==> src/source/board_pkg.sv <==
//******************************
// word-addressed bus with 32-bit data and 4 byte lanes
// one transaction in flight, no read-modify-write
// slave indices double as device table entry numbers
//******************************
package board_pkg;

	typedef logic [31:0] arch_word_t;
	// byte address without its two low bits
	typedef logic [29:0] word_addr_t;
	typedef logic [3:0]  byte_sel_t;
	typedef logic [1:0]  bus_op_t;

	localparam bus_op_t OP_NONE  = 2'd0;
	localparam bus_op_t OP_WRITE = 2'd1;
	localparam bus_op_t OP_READ  = 2'd2;

	typedef struct packed {
		bus_op_t    op;
		word_addr_t addr;
		arch_word_t data;
		byte_sel_t  sel;
	} bus_req_t;

	typedef struct packed {
		arch_word_t data;
		logic       rdy;
	} bus_rsp_t;

	typedef logic [1:0] slave_idx_t;

	// slaves sit one after another from word 0 in this order
	localparam slave_idx_t SLV_DEVTBL  = 2'd0;
	localparam slave_idx_t SLV_RAM     = 2'd1;
	localparam slave_idx_t SLV_INVALID = 2'd2;
	localparam int         SLAVE_COUNT = 3;

	localparam arch_word_t DEVTBL_ID  = 32'd7;
	localparam arch_word_t RAM_ID     = 32'd1;
	localparam arch_word_t INVALID_ID = 32'd0;

	localparam word_addr_t DEVTBL_MAPSZ   = 30'd64;
	localparam word_addr_t RSTCTRL_OFFSET = 30'd32;

	// 3 cold reset, 2 warm reset, 1 power-off
	typedef struct packed {
		logic rst1;
		logic rst0;
	} rst_ctrl_t;

	localparam int RST_CNTR_BITS = 4;

endpackage

==> src/source/reset_clock_ctrl.sv <==
//******************************
// sys_rst holds 15 cycles after the last reload
// power-off is left only through rst_p
// ce60/ce30 are enables on clk120mhz, not clocks
//******************************
`timescale 1ns/1ps

module reset_clock_ctrl (
	input  logic                 clk120mhz,
	input  logic                 rst_p,
	input  board_pkg::rst_ctrl_t rst_ctrl_i,
	output logic                 sys_rst_o,
	output logic                 coldrst_o,
	output logic                 poweroff_o,
	output logic                 ce60_o,
	output logic                 ce30_o
);

	logic [board_pkg::RST_CNTR_BITS-1:0] rst_cntr_q;
	logic [1:0]                          clkdiv_q;
	logic                                cold_req;
	logic                                warm_req;
	logic                                off_req;
	logic                                cold_req_q;

	assign cold_req = rst_ctrl_i.rst1 && rst_ctrl_i.rst0;
	assign warm_req = rst_ctrl_i.rst1 && !rst_ctrl_i.rst0;
	assign off_req  = !rst_ctrl_i.rst1 && rst_ctrl_i.rst0;

	// hard reset and both software resets reload the stretch counter
	always_ff @(posedge clk120mhz) begin
		if (rst_p || cold_req || warm_req) begin
			rst_cntr_q <= '1;
		end else if (|rst_cntr_q) begin
			rst_cntr_q <= rst_cntr_q - 1'b1;
		end
	end

	// request stays up until sys_rst clears it, so pulse on its first cycle only
	always_ff @(posedge clk120mhz) begin
		if (rst_p) begin
			cold_req_q <= 1'b0;
			coldrst_o  <= 1'b0;
		end else begin
			cold_req_q <= cold_req;
			coldrst_o  <= cold_req && !cold_req_q;
		end
	end

	always_ff @(posedge clk120mhz) begin
		if (rst_p) begin
			poweroff_o <= 1'b0;
		end else if (off_req) begin
			poweroff_o <= 1'b1;
		end
	end

	assign sys_rst_o = (|rst_cntr_q) || poweroff_o;

	// counting down keeps both enables in phase at zero
	always_ff @(posedge clk120mhz) begin
		if (rst_p) begin
			clkdiv_q <= '0;
		end else begin
			clkdiv_q <= clkdiv_q - 1'b1;
		end
	end

	assign ce60_o = !clkdiv_q[0];
	assign ce30_o = (clkdiv_q == 2'b00);

	a_cold_pulse: assert property (@(posedge clk120mhz) disable iff (rst_p)
		coldrst_o |=> !coldrst_o);

endmodule

==> config.mk <==
export PLATFORM = sky130hd
export DESIGN_NAME = reset_clock_ctrl
export DESIGN_NICKNAME = d
export VERILOG_FILES = /design/src/source/board_pkg.sv /design/src/source/reset_clock_ctrl.sv
export SDC_FILE = /design/constraint.sdc
export NUM_CORES = 1
export LEC_CHECK = 0
export ABC_CLOCK_PERIOD_IN_PS = 1500
export BUFFER_PORTS_ARGS = -buffer_cell sky130_fd_sc_hd__buf_2
export CAP_MARGIN = 20
export CELL_PAD_IN_SITES_DETAIL_PLACEMENT = 1
export CELL_PAD_IN_SITES_GLOBAL_PLACEMENT = 2
export CORE_MARGIN = 2
export CORE_UTILIZATION = 28
export DETAILED_ROUTE_END_ITERATION = 7
export HOLD_SLACK_MARGIN = 0.08
export PLACE_DENSITY_LB_ADDON = 0.1
export SYNTH_ARGS = -nofsm -noshare
export SYNTH_HDL_FRONTEND = slang
export SYNTH_SLANG_ARGS = --single-unit
export TNS_END_PERCENT = 30
==> constraint.sdc <==
create_clock -name clk120mhz -period 1.5 [get_ports clk120mhz]
set_clock_uncertainty 0.1 [all_clocks]
set_input_delay 0.15 -clock clk120mhz [delete_from_list [all_inputs] [get_ports clk120mhz]]
set_output_delay 0.15 -clock clk120mhz [all_outputs]
set_load 0.01 [all_outputs]
==> results.yml <==
run_status:
  run_status: "finished, final reports clean"
timing:
  clock.fmax_ghz: 0.6816
  finalSetupViolations: 0
  holdWs_ns: 0.1015
  finalCritPeriodShare: 0.9781
  hold_violations: 0
  rsz0062_at_grt: "yes"
  setup_slack_ns: 0.03288
  slew_violations: 0
  relSlewSlack: 0.8543
  tightestPinTransition_ns: 0.2183
  post-route-min-period_ns: 1.467
setup_path:
  crit_slowest_cell: "dfxtp_2"
  r2r_end: "rst_cntr_q[3]"
  rrSetupSlack_ns: 0.08
  cp_max_fo: 4
  crit_path_end_kind: "output port"
  worstPathCellList: "inv_2 -> ha_4 -> nor3b_4 -> nand2_1 -> buf_2"
  path_class: "reg2out"
  cp_data_required_time_ns: 1.25
  cp-start-kind: "flop"
  ff2ff_path_depth: 5
  reg2reg_from: "rst_cntr_q[1]"
  cp_num_buf_inv: 2
  crit_arrival_ns: 1.22
  critical-path-top-delay-family: "flip-flops"
  critPathMaxStageDelay_ns: 0.34
drt:
  drtAntennaViolNets: 0
  drcViolationCount: 0
  drt-pass1-iter-count: 2
  vias: 334
  vias_per_cell: 4.453
  wl_um: 849
  wl_per_cell_um: 11.32
  drtIter0Drc: 3
logic_synthesis:
  synthTopCellsByArea: "dfxtp_1 46%, ha_1 9.7%, nor3b_1 5.8%"
  synth_top_cell_by_area: "dfxtp_1"
  syn_avg_cell_area_um2: 9.460
  synth_seq_area_share: 0.4645
  synth_area_um2: 387.9
  syn_nets: 48
  syn_inst: 41
  synth_top_area_frac: 0.4645
  ys_seq_elements: 9
  ys_warn_count: 0
  synth_cell_types: 15
floorplanning:
  core_um2: 1301
  die_w_um: 41.22
  die_height_um: 41.22
  dieArea_um2: 1699
  start_util: 0.2981
  io_pins: 9
  fp-row-count: 13
final_layout:
  mostFrequentLayoutCells: "8 x buf_2, 7 x dfxtp_1, 6 x buf_4, 4 x nor2_1"
  fin_cells: 75
  final_design_area_no_fill_um2: 553.0
  utilization: 0.4250
  final_nets: 68
  syn2layout_area_growth_pct: 42.58
  nFillCells: 165
  layout-drive-gt1-share: 0.3833
  mostFrequentLayoutCell: "buf_2"
  diodes: 0
clocking:
  cts_tree: "done"
  clkTransAtPathRegs_ns: 0.06
  h-tree-depth: 1
  clk_latency_ns: 0.26
  cts_buffers: 3
  cts_sinks: 9
  cts-root-buf: "clkbuf_4"
  clockBufferDepth: 2
placement:
  io_buffers: 8
  place_inst: 64
  gp_congestion: 0.6628
  pre_cts_ws_ns: 0.06093
  post_dp_cell_area_um2: 442.9
global_route:
  track_usage: 0.1258
  met1_usage: 0.1355
  busiest_layer: "met2"
  use_met3: 0.03261
  grt_pass1_vias: 335
  grtUsageMet2: 0.1953
  gr-total-overflow: 0
  grt_max_degree: 11
  grt_pass1_wl_um: 1290
  antenna_found_initial: 0
pwr:
  leakage_nw: 0.2602
  p_per_area_nw_per_um2: 909.5
  peakVddDrop_mv: 0.3244
worst_hold_path:
  worstHoldStart: "rst_ctrl_i[1]"
  hold_end: "cold_req_q"
  min_path_cells: 3
  hold_class: "in2reg"
job:
  maxCapViolations: 0
state kept, by name, indices dropped and copies added, names as in the netlist:
register,flops
coldrst_o,1
rst_cntr_q,4
poweroff_o,1
cold_req_q,1
clkdiv_q,2
routing by layer:
metal	vias up	share of wire
li1	174	-
met1	153	0.43
met2	7	0.52
met3	0	0.042
met4	0	0
met5	-	0
cell families (layout without fill, tap and decap cells):
family          count (synthesis)  after routing  share of synthesized area
compound gates                  4              4                    0.07095
simple gates                   17             17                     0.2387
fa+ha+maj                       3              3                    0.09678
mux                             2              2                    0.05161
buf+inv                         6             25                    0.07742
flops                           9              9                     0.4645
synth_stat cells:
cell,n
mux2i_1,2
nand2_1,2
o31ai_1,1
a21oi_1,1
inv_1,5
nor3_1,3
nand2b_1,3
o211ai_1,2
or4_1,1
dfxtp_1,9
nor2b_1,1
nor2_1,4
ha_1,3
buf_6,1
nor3b_1,3
worst register-to-register path, cell delays in order (launching register included):
cell and delay (ns):
dfxtp_2 0.36, inv_2 0.06, ha_4 0.15, buf_4 0.12
or4_1 0.40, o211ai_1 0.16
stage by stage:
stage	setup TNS (ns)	power [mW]
floorplan	0	0.2920
global placement	0	0.3047
detailed placement	0	0.3086
CTS	0	0.5110
global route	-0.06398	0.5316
finish	0	0.5030
timing repair:
item / CTS / global route
hold buffers: 2 / 0
pin swaps: 0 / 2
gates resized for setup: 7 / 1
endpoints found under the hold margin: 5 / 0
buffers inserted: 2 / 3
setup endpoints to repair: 1 / 1
area by class of cell:
type	instances	area, µm²	share of cell area
multi-input cells	26	201.4	0.3643
flip-flops and latches	9	182.7	0.3303
repair buffers	16	105.1	0.1900
clock buffers	4	26.28	0.04751
inverters	5	18.77	0.03394
well taps	15	18.77	0.03394
where the power goes:
part,internal (mW),switching (mW),total (mW)
Clock,0.103,0.0854,0.188
Combinational,0.0284,0.0297,0.0581
Sequential,0.252,0.00538,0.257
how the worst max path moves through the flow:
stage | slack [ns] | endpoint | startpoint | depth (start not counted)
after floorplan | 0.18 | sys_rst_o | rst_cntr_q[0] | 4
after global placement | 0.13 | rst_cntr_q[0] | rst_cntr_q[0] | 5
after detailed placement | 0.06 | rst_cntr_q[0] | rst_cntr_q[0] | 5
after CTS | 0.003 | sys_rst_o | rst_cntr_q[1] | 5
after global routing | -0.06 | sys_rst_o | rst_cntr_q[1] | 5
final | 0.03 | sys_rst_o | rst_cntr_q[1] | 5
Note: power is estimated with default switching activity, not from simulation.
