## config.mk

```make
export PLATFORM = sky130hd
export DESIGN_NAME = dev_table
export DESIGN_NICKNAME = d
export VERILOG_FILES = /design/src/source/board_pkg.sv /design/src/source/dev_table.sv
export SDC_FILE = /design/constraint.sdc
export NUM_CORES = 1
export LEC_CHECK = 0
export BUFFER_PORTS_ARGS = -buffer_cell sky130_fd_sc_hd__clkbuf_2
export CAP_MARGIN = 40
export CORE_MARGIN = 2
export CORE_UTILIZATION = 30
export CTS_BUF_LIST = sky130_fd_sc_hd__clkbuf_2
export CTS_CLUSTER_DIAMETER = 60
export CTS_CLUSTER_SIZE = 10
export DETAILED_ROUTE_END_ITERATION = 12
export PLACE_DENSITY_LB_ADDON = 0.3
export SYNTH_ARGS = -nofsm -noshare
export SYNTH_HDL_FRONTEND = slang
export SYNTH_SLANG_ARGS = --single-unit
```

## constraint.sdc

```tcl
create_clock -name clk120mhz -period 1.4 [get_ports clk120mhz]
set_input_delay 0.21 -clock clk120mhz [delete_from_list [all_inputs] [get_ports clk120mhz]]
set_output_delay 0.21 -clock clk120mhz [all_outputs]
set_load 0.05 [all_outputs]
```

## src/source/board_pkg.sv

```systemverilog
//******************************
// word-addressed bus with 32-bit data and 4 byte lanes
// one transaction in flight, no read-modify-write
// slave indices double as device table entry numbers
//******************************
package board_pkg;

	typedef logic [31:0] arch_word_t;
	// byte address without its two low bits
	typedef logic [29:0] word_addr_t;
	typedef logic [3:0]  byte_sel_t;
	typedef logic [1:0]  bus_op_t;

	localparam bus_op_t OP_NONE  = 2'd0;
	localparam bus_op_t OP_WRITE = 2'd1;
	localparam bus_op_t OP_READ  = 2'd2;

	typedef struct packed {
		bus_op_t    op;
		word_addr_t addr;
		arch_word_t data;
		byte_sel_t  sel;
	} bus_req_t;

	typedef struct packed {
		arch_word_t data;
		logic       rdy;
	} bus_rsp_t;

	typedef logic [1:0] slave_idx_t;

	// slaves sit one after another from word 0 in this order
	localparam slave_idx_t SLV_DEVTBL  = 2'd0;
	localparam slave_idx_t SLV_RAM     = 2'd1;
	localparam slave_idx_t SLV_INVALID = 2'd2;
	localparam int         SLAVE_COUNT = 3;

	localparam arch_word_t DEVTBL_ID  = 32'd7;
	localparam arch_word_t RAM_ID     = 32'd1;
	localparam arch_word_t INVALID_ID = 32'd0;

	localparam word_addr_t DEVTBL_MAPSZ   = 30'd64;
	localparam word_addr_t RSTCTRL_OFFSET = 30'd32;

	// 3 cold reset, 2 warm reset, 1 power-off
	typedef struct packed {
		logic rst1;
		logic rst0;
	} rst_ctrl_t;

	localparam int RST_CNTR_BITS = 4;

endpackage

```

## src/source/dev_table.sv

```systemverilog
//******************************
// entries 2i and 2i+1 give id and map size of slave i
// word 32 is the reset control register, cleared by sys_rst
//******************************
`timescale 1ns/1ps

module dev_table #(
	parameter int RAM_WORDS = 256
) (
	input  logic                 clk120mhz,
	input  logic                 sys_rst_i,
	input  logic                 sel_i,
	input  board_pkg::bus_req_t  req_i,
	output board_pkg::bus_rsp_t  rsp_o,
	output board_pkg::rst_ctrl_t rst_ctrl_o
);

	// invalid device covers 4 KB
	localparam board_pkg::arch_word_t INVALID_MAPSZ = 32'd1024;

	board_pkg::rst_ctrl_t rst_ctrl_q;
	board_pkg::arch_word_t tbl_word;
	board_pkg::arch_word_t rd_data_q;
	logic                  rdy_q;

	function automatic board_pkg::arch_word_t slave_entry(board_pkg::slave_idx_t idx,
		logic size_sel);
		board_pkg::arch_word_t id;
		board_pkg::arch_word_t mapsz;
		case (idx)
			board_pkg::SLV_DEVTBL: begin
				id    = board_pkg::DEVTBL_ID;
				mapsz = board_pkg::arch_word_t'(board_pkg::DEVTBL_MAPSZ);
			end
			board_pkg::SLV_RAM: begin
				id    = board_pkg::RAM_ID;
				mapsz = board_pkg::arch_word_t'(RAM_WORDS);
			end
			default: begin
				id    = board_pkg::INVALID_ID;
				mapsz = INVALID_MAPSZ;
			end
		endcase
		return size_sel ? mapsz : id;
	endfunction

	always_comb begin
		tbl_word = '0;
		if (req_i.addr < board_pkg::word_addr_t'(2 * board_pkg::SLAVE_COUNT)) begin
			tbl_word = slave_entry(board_pkg::slave_idx_t'(req_i.addr >> 1), req_i.addr[0]);
		end else if (req_i.addr == board_pkg::RSTCTRL_OFFSET) begin
			tbl_word = {30'd0, rst_ctrl_q};
		end
	end

	always_ff @(posedge clk120mhz) begin
		if (sys_rst_i) begin
			rdy_q      <= 1'b0;
			rst_ctrl_q <= '0;
		end else begin
			rdy_q <= sel_i;
			// only byte lane 0 reaches the control bits
			if (sel_i && req_i.op == board_pkg::OP_WRITE &&
				req_i.addr == board_pkg::RSTCTRL_OFFSET && req_i.sel[0]) begin
				rst_ctrl_q <= board_pkg::rst_ctrl_t'(req_i.data[1:0]);
			end
		end
	end

	always_ff @(posedge clk120mhz) begin
		if (sel_i && req_i.op == board_pkg::OP_READ) begin
			rd_data_q <= tbl_word;
		end
	end

	assign rsp_o.data = rd_data_q;
	assign rsp_o.rdy  = rdy_q;
	assign rst_ctrl_o = rst_ctrl_q;

endmodule

```

==> results.md <==
- Status: completed
- Hold Crit Class: input port to flip-flop
- Count of input and output buffers: 46
- H-tree depth: 1
- Final Cycle Share: 87.0%
- Final Max Tran Viols: 0
- Rows: 17
- Largest net degree at the start of global routing: 7
- CP bufs+invs: 2
- Final Cell Area: 926 um^2
- Delay-heaviest family, CP: simple AND/OR/NAND/NOR gates
- Max Root-Sink Buffers: 2
- Vias per inst: roughly 4.0
- Synthesized instance count: 73
- Post-CTS Resized: 0
- DRC Markers: 0
- Uppermost layer routed: met3
- R2R setup slack: 0.53 ns
- Drt total wl: between 1000 and 1500 um
- Max FO, Critical Path: 3
- Max-Cap Viols: 0
- Post-CTS Setup Bufs: 0
- Setup crit end kind: flip-flop
- Fin Clk Skew: 0.00633 ns
- Pre-antenna DRT Iters: 4
- Cell taking the most area after synthesis: buf_4
- Die Ht: 53.2 um
- Crit path launch type: input port
- Setup Viol. Count Final: 0
- Layout Nets: between 150 and 200
- Post-DP Area: 906 um^2
- TritonCTS Sinks: 9
- Crit Path Class: input port to flip-flop
- Synthesized flop and latch total: 9
- Min Tclk post-route: 1.22 ns
- Global route overflow: 0
- Top cell type's share of synthesized area: 27.9%
- Met3 WL post-DR: between 200 and 250 um
- Met2 wire len: 670 um
- CTS tree: done
- CTS clk-pin slew, worst paths: approximately 0.090 ns
- Die Footprint: 2830 um^2
- Worst skew pair latency: about 0.24 ns
- Mapped Area: 727 um^2
- Area growth, synth to finish: 27.4%
- Unique masters post-synth: 21
- Fmax: roughly 820 MHz
- Initial DRC Count: 4
- Via count: 614
- GRT Total Usage: 10.4%
- Max VDD drop: 0.000338 V
- Setup TNS: 0 ns
- Post-synth EDFFs: 6
- Root buffer selected by CTS: clkbuf_2
- FILL cells: 243
- PD cells: between 700 and 800 nW/um^2
- Static leakage: 0.483 nW
- Fraction of layout cells with a size suffix above 1: 50.0%
- WP data arrival: between 1 and 1.5 ns
- DP HPWL: 1240 um
- Most frequent cells in the layout: clkbuf_2 (50), conb_1 (26), nor2_1 (6), nor4_2 (6), edfxtp_1 (6)
- Synthesized area per cell: between 9 and 10 um^2
- Ys Warns: 0
- Initial Utilization: approximately a third
- Initial antenna violation count: 0
- First-pass GRT wire length: between 2000 and 2500 um
- Antenna diode count: 0
- Async SR Flop Fraction: 0%
- CP peak stage delay: 0.35 ns
- Die Width: 53.2 um
- Sequential area share after synthesis: 33.0%
- Metal1 wirelength: 455 um
- Crit path required time: 1.46 ns
- Drt wl/cell: 8.73 um
- CP max stage cell: nor4_2
- Commonest non-fill, non-tap cell in the layout: clkbuf_2
- I/O Pins: ~110
- RSZ-0062 raised after global routing: false
- Hold Buf Count CTS: 0
- Core box area: around 2300 um^2
- Antenna-violating nets left: 0
- RePlAce Congestion: 0.746
- CTS Buf Count: 3
- Ranking of synthesized cells by area: buf_4 (28%), edfxtp_1 (25%), nor4_2 (10%)
- Crit-path cells: clkbuf_2 > nor4_2 > nand4b_2 > buf_4 > nor4_1
- Hold Fails Final Rpt: 0
- Vias in the first global route: 597
- Ys flop type: edfxtp_1
==> worst register-to-register path, delay by kind of cell, from the launching register on <==
family / cells / cell delay (ns)
AND/OR/NAND/NOR: 2 / 0.29
flip-flops: 1 / 0.33
==> synth_stat cells, types with 2 or more instances <==
cell type	count
buf_4	27
edfxtp_1	6
nor2_1	6
nor4_2	6
nand2b_1	5
and3_1	3
dfxtp_1	3
nand2_1	3
mux2i_1	2
==> power breakdown <==
part           total (mW)  leakage [nW]  switching (mW)  internal, mW
clock network       0.163        0.0166          0.0871        0.0759
logic               0.272         0.393           0.218        0.0539
registers           0.290        0.0732         0.00177         0.289
==> path summary, 6_finish.rpt <==
check                                   from                           to  cells past startpoint
setup reg to reg  rst_ctrl_o[1]$_SDFFE_PP0P_       rd_data_q[1]$_DFFE_PP_                      2
setup / recovery                   req_i[51]  rd_data_q[10]$_SDFFCE_PP0P_                      5
hold / removal                     sys_rst_i             rdy_q$_SDFF_PP0_                      2
hold reg to reg   rst_ctrl_o[0]$_SDFFE_PP0P_   rst_ctrl_o[0]$_SDFFE_PP0P_                      2
==> state kept, by name (all words and copies together) (netlist names) <==
name and flops:
rdy_q 1, rd_data_q 6, rst_ctrl_o 2
==> routing by layer <==
metal / track usage [%] / up-vias
met5: 0 / -
met4: 4.70 / 0
met3: 5.08 / 0
met2: 20.2 / 45
met1: 8.64 / 263
li1: - / 306
==> kinds of logic after synthesis <==
| logic type | count (synthesis) | synth area share, % |
|---|---|---|
| AND/OR/NAND/NOR | 32 | 34.6 |
| AO/OA/AOI/OAI | 1 | 0.688 |
| other | 1 | 0.516 |
| multiplexers | 2 | 2.75 |
| buffers and inverters | 28 | 28.4 |
| flip-flops | 9 | 33.0 |
==> per-stage QoR <==
stage	setup slack (ns)	utilization [%]	hold WS (ns)	total power [mW]	instances
after floorplan	0.0861	-	0.282	0.555	98
after global placement	-0.0695	40.2	0.425	0.566	148
after detailed placement	-0.0903	40.2	0.428	0.569	148
after CTS	0.180	41.1	0.149	0.731	152
after global routing	0.0624	41.1	0.157	0.766	152
final	0.183	41.1	0.156	0.725	152
==> area by class of cell <==
type                    count  area (um^2)  area share (%)
well taps                  28         35.0            3.78
repair buffers             49          253            27.3
inverters                   1         3.75           0.405
clock buffers               4         20.0            2.16
multi-input cells          61          374            40.4
flip-flops and latches      9          240            25.9
(Power assumes the default switching activity.)
