## src/source/board_pkg.sv

```systemverilog
//******************************
// word-addressed bus with 32-bit data and 4 byte lanes
// one transaction in flight, no read-modify-write
// slave indices double as device table entry numbers
//******************************
package board_pkg;

	typedef logic [31:0] arch_word_t;
	// byte address without its two low bits
	typedef logic [29:0] word_addr_t;
	typedef logic [3:0]  byte_sel_t;
	typedef logic [1:0]  bus_op_t;

	localparam bus_op_t OP_NONE  = 2'd0;
	localparam bus_op_t OP_WRITE = 2'd1;
	localparam bus_op_t OP_READ  = 2'd2;

	typedef struct packed {
		bus_op_t    op;
		word_addr_t addr;
		arch_word_t data;
		byte_sel_t  sel;
	} bus_req_t;

	typedef struct packed {
		arch_word_t data;
		logic       rdy;
	} bus_rsp_t;

	typedef logic [1:0] slave_idx_t;

	// slaves sit one after another from word 0 in this order
	localparam slave_idx_t SLV_DEVTBL  = 2'd0;
	localparam slave_idx_t SLV_RAM     = 2'd1;
	localparam slave_idx_t SLV_INVALID = 2'd2;
	localparam int         SLAVE_COUNT = 3;

	localparam arch_word_t DEVTBL_ID  = 32'd7;
	localparam arch_word_t RAM_ID     = 32'd1;
	localparam arch_word_t INVALID_ID = 32'd0;

	localparam word_addr_t DEVTBL_MAPSZ   = 30'd64;
	localparam word_addr_t RSTCTRL_OFFSET = 30'd32;

	// 3 cold reset, 2 warm reset, 1 power-off
	typedef struct packed {
		logic rst1;
		logic rst0;
	} rst_ctrl_t;

	localparam int RST_CNTR_BITS = 4;

endpackage

```

## src/source/bus_decode.sv

```systemverilog
//******************************
// one request at a time, rdy comes one cycle after accept
// RAM_WORDS must match the RAM slave and the device table
// unmapped words read zero and ignore writes
//******************************
`timescale 1ns/1ps

module bus_decode #(
	parameter int RAM_WORDS = 256
) (
	input  logic                clk120mhz,
	input  logic                sys_rst_i,
	input  board_pkg::bus_req_t bus_req_i,
	output board_pkg::bus_rsp_t bus_rsp_o,
	output board_pkg::bus_req_t slv_req_o,
	output logic                devtbl_sel_o,
	output logic                ram_sel_o,
	input  board_pkg::bus_rsp_t devtbl_rsp_i,
	input  board_pkg::bus_rsp_t ram_rsp_i
);

	localparam board_pkg::word_addr_t RAM_BASE = board_pkg::DEVTBL_MAPSZ;
	localparam board_pkg::word_addr_t INVALID_BASE =
		board_pkg::DEVTBL_MAPSZ + board_pkg::word_addr_t'(RAM_WORDS);

	typedef enum logic {
		ST_IDLE,
		ST_RSP
	} dec_state_t;

	dec_state_t            state_q;
	board_pkg::slave_idx_t slave_q;
	board_pkg::slave_idx_t tgt;
	board_pkg::word_addr_t offs;
	logic                  accept;

	// target slave and the offset inside it
	always_comb begin
		tgt  = board_pkg::SLV_INVALID;
		offs = bus_req_i.addr - INVALID_BASE;
		if (bus_req_i.addr < RAM_BASE) begin
			tgt  = board_pkg::SLV_DEVTBL;
			offs = bus_req_i.addr;
		end else if (bus_req_i.addr < INVALID_BASE) begin
			tgt  = board_pkg::SLV_RAM;
			offs = bus_req_i.addr - RAM_BASE;
		end
	end

	assign accept = (state_q == ST_IDLE) && (bus_req_i.op != board_pkg::OP_NONE) && !sys_rst_i;

	always_comb begin
		slv_req_o      = bus_req_i;
		slv_req_o.addr = offs;
	end

	assign devtbl_sel_o = accept && (tgt == board_pkg::SLV_DEVTBL);
	assign ram_sel_o    = accept && (tgt == board_pkg::SLV_RAM);

	always_ff @(posedge clk120mhz) begin
		if (sys_rst_i) begin
			state_q <= ST_IDLE;
		end else if (accept) begin
			state_q <= ST_RSP;
		end else begin
			state_q <= ST_IDLE;
		end
	end

	always_ff @(posedge clk120mhz) begin
		if (accept) begin
			slave_q <= tgt;
		end
	end

	// the invalid device answers by itself with zero data
	always_comb begin
		bus_rsp_o = '0;
		if (state_q == ST_RSP) begin
			case (slave_q)
				board_pkg::SLV_DEVTBL: bus_rsp_o = devtbl_rsp_i;
				board_pkg::SLV_RAM:    bus_rsp_o = ram_rsp_i;
				default:               bus_rsp_o.rdy = 1'b1;
			endcase
		end
	end

	a_devtbl_rdy: assert property (@(posedge clk120mhz) disable iff (sys_rst_i)
		devtbl_rsp_i.rdy |-> $past(devtbl_sel_o));

	a_ram_rdy: assert property (@(posedge clk120mhz) disable iff (sys_rst_i)
		ram_rsp_i.rdy |-> $past(ram_sel_o));

	a_one_sel: assert property (@(posedge clk120mhz) !(devtbl_sel_o && ram_sel_o));

endmodule

```

## config.mk

```make
export PLATFORM = sky130hd
export DESIGN_NAME = bus_decode
export DESIGN_NICKNAME = d
export VERILOG_FILES = /design/src/source/board_pkg.sv /design/src/source/bus_decode.sv
export SDC_FILE = /design/constraint.sdc
export NUM_CORES = 1
export LEC_CHECK = 0
export ABC_AREA = 1
export BUFFER_PORTS_ARGS = -buffer_cell sky130_fd_sc_hd__buf_4
export CORE_AREA = 2 2 93 95
export CTS_CLUSTER_SIZE = 30
export DETAILED_ROUTE_END_ITERATION = 10
export DIE_AREA = 0 0 95 97
export PLACE_DENSITY = 0.69
export SYNTH_ARGS = -nofsm -noshare
export SYNTH_HDL_FRONTEND = slang
export SYNTH_SLANG_ARGS = --single-unit
```

## constraint.sdc

```tcl
create_clock -name clk120mhz -period 2 [get_ports clk120mhz]
set_input_delay 0.4 -clock clk120mhz [delete_from_list [all_inputs] [get_ports clk120mhz]]
set_output_delay 0.4 -clock clk120mhz [all_outputs]
set_load 0.01 [all_outputs]
```

==> flow_metrics.env <==
export IMPL_antenna_found_initial=1
export IMPL_wl_um=8770
export IMPL_io_buffers=154
export IMPL_syn_inst=354
export IMPL_drcViolationCount=0
export IMPL_combPwrFrac_pct=66.0
export IMPL_track_usage_pct=16.8
export IMPL_fin_nets=634
export IMPL_final_max_slew_viol_count=0
export IMPL_hold_viol_final=0
export IMPL_wl_per_cell_um=14.6
export IMPL_violations="setup timing"
export IMPL_status="complete, but fails checks"
export IMPL_fin_ws_ps=-0.883
export IMPL_yosys_warnings=0
export IMPL_clock_sinks=3
export IMPL_fin_crit_sh_pct=100
export IMPL_crit_path_start_kind="primary input"
export IMPL_clock_latency_ps=210
export IMPL_tns_ps=-0.883
export IMPL_path_cells="buf_8 -> inv_4 -> ha_4 -> inv_2 -> nand2_4 -> nand2_4 -> nor2_4 -> nand3_4 -> buf_12 -> nand2_2 -> nand3_2 -> nand2_2 -> buf_6"
export IMPL_gp_congestion=0.879
export IMPL_maxCapViolCount=0
export IMPL_area_growth_pct=93.7
export IMPL_p_sw_share_pct=35.7
export IMPL_setup_viol=1
export IMPL_crit_buf_inv=5
export IMPL_cp_required_ps=1600
export IMPL_p_per_area_nw_per_um2=207
export IMPL_syn_nets=491
export IMPL_rsz0062_at_grt="true"
export IMPL_die_x_um=95
export IMPL_clkTransAtPathRegs_ps=30
export IMPL_core_area_um2=8130
export IMPL_routed_via_density=4.48
export IMPL_ys_types=27
export IMPL_ir_drop_uv=137
export IMPL_p_leak_uw=0.00167
export IMPL_die_area_um2=9220
export IMPL_cp_end_kind="primary output"
export IMPL_tightestPinTransition_ps=373
export IMPL_grt_pass1_vias=2521
export IMPL_max_stage_delay_ps=180
export IMPL_die_h_um=97
export IMPL_drtPass1Iterations=4
export IMPL_critPathMaxFanout=7
export IMPL_p_int_uw=465
export IMPL_vias=2694
export IMPL_pwr_share_clk_pct=24.1
export IMPL_grt_max_degree=34
export IMPL_fin_skew_ps=3.07
export IMPL_htree_levels=1
export IMPL_clockBufferDepth=2
export IMPL_yosys_register_bits=3
export IMPL_period_minus_slack_ps=2000
export IMPL_crit_type="in -> out"
export IMPL_layout_drive_gt1_share_pct=55.2
export IMPL_drtAntennaViolNets=0
export IMPL_place_inst=590
export IMPL_syn_area_per_cell_um2=5.09
export IMPL_diodes=0
export IMPL_pin_count=239
export IMPL_grt_overflow_total=0
export IMPL_final_cells=601
export IMPL_initial_core_util_pct=22.2
export IMPL_dp_hpwl_um=7390
export IMPL_numCtsBuffers=3
export IMPL_fmax_ghz=0.500
export IMPL_clock_root_buffer="clkbuf_8"
export IMPL_grt_pass1_wl_um=12300
export IMPL_cp_arrival_ps=1600
export IMPL_seq_power_share_pct=9.9
export IMPL_num_rows=33
export IMPL_cts_tree="yes"
export IMPL_drt_first_iter_violations=45
export IMPL_seq_area_frac_synth_pct=4.44
export IMPL_power_switching_uw=259
export IMPL_cts_hold_buf=0
export IMPL_critPathSlowestCell="buf_12"
export IMPL_hold_path_class="in -> reg"
export IMPL_syn_cell_area_um2=1800
export IMPL_slew_limit_headroom_pct=75.0
export IMPL_n_fill_cell=840
export IMPL_path_delay_family="simple AND/OR/NAND/NOR gates"
==> cell usage after synthesis <==
cell type,n,area (µm²)
nor2_2,9,56.3
nand3b_1,3,22.5
nand4_2,1,12.5
inv_1,33,124
edfxtp_1,2,60.1
xnor2_1,4,35.0
buf_4,44,330
dfxtp_1,1,20.0
o21ai_0,7,35.0
buf_2,1,5.00
buf_6,1,11.3
nor2_4,4,45.0
buf_1,3,11.3
nand3_1,19,95.1
nand4_1,1,6.26
clkinv_4,1,8.76
clkinv_1,1,3.75
nor3_1,2,10.0
a21oi_1,39,195
ha_1,1,12.5
clkbuf_1,6,22.5
nor2_1,36,135
nand3_2,1,10.0
nand2_1,126,473
nand2_2,3,18.8
a221oi_1,1,8.76
xor2_1,4,35.0
==> power groups by stage <==
stage / clock network (µW) / registers, µW / logic, µW
finish: 174 / 71.5 / 478
global route: 184 / 71.7 / 516
CTS: 178 / 71.5 / 439
detailed placement: 0 / 72.3 / 419
global placement: 0 / 72.0 / 415
floorplan: 0 / 71.5 / 222
==> layer usage <==
metal	share of wire, %	track usage [%]	wire length [µm]	vias up
met2	49	29.8	4260	145
li1	-	-	-	1344
met1	40	19.3	3500	1197
met5	0.15	0	13	-
met3	11	6.23	933	6
met4	0.72	2.79	63	2
==> metrics by stage <==
stage	hold WS [ps]	setup WS, ps	area, µm²	util, %	total power [µW]
2_1_floorplan	422	162	1800	-	294
5_1_grt	367	-81.2	3490	42.9	772
3_5_place_dp	473	-164	2990	36.8	492
3_3_place_gp	431	-146	2990	36.8	487
4_1_cts	366	-38.3	3150	38.7	689
6_report	367	-0.883	3490	42.9	724
==> final timing paths <==
kind                 start            end  slack [ps]  cells after the start
max reg2reg        state_q     slave_q[1]         990                      1
min reg2reg        state_q        state_q         480                      1
max          bus_req_i[42]  slv_req_o[59]        -0.9                     13
min              sys_rst_i        state_q         370                      2
==> registers in the layout (all words and copies together), names as in the netlist <==
register and flops:
slave_q 2, state_q 1
==> logic make-up after synthesis <==
| logic type | share of synthesized area [%] |
|---|---|
| and+or+nand+nor | 49.1 |
| buffers and inverters | 28.7 |
| AOI/OAI and AO/OA | 13.3 |
| xor gates and xnor gates | 3.89 |
| DFF | 4.44 |
| adders and majority gates | 0.694 |
==> final cells by class <==
class / instances / area [µm²] / share of cell area, %
Clock buffer: 4 / 45.0 / 1.29
Inverter: 35 / 141 / 4.05
Multi-Input combinational cell: 261 / 1550 / 44.2
Sequential cell: 3 / 80.1 / 2.29
Tap cell: 105 / 131 / 3.76
Timing Repair Buffer: 193 / 1550 / 44.4
==> what timing repair did <==
action                                  CTS  global route
pin swaps                                12            25
endpoints found under the setup margin   26            26
gates cloned                              0             1
resized for setup                        33            70
buffers inserted                          1             5
==> layout by cell type, fill, tap and decap left out, types with 2 or more instances in the layout <==
master and instances:
a21oi_1 37, a21oi_2 2, buf_12 3, buf_4 179, buf_6 8, buf_8 2
clkbuf_8 3, edfxtp_1 2, inv_1 29, inv_2 2, inv_4 2, nand2_1 105
nand2_2 17, nand2_4 7, nand3_1 10, nand3_2 6, nand3_4 4, nand3b_1 3
nor2_1 19, nor2_2 11, nor2_4 19, nor3_1 2, o21ai_0 3, o21ai_1 2
o21ai_2 2, xnor2_1 3, xor2_1 2, xor2_2 2
No activity file was read; power rests on OpenSTA's default activity.
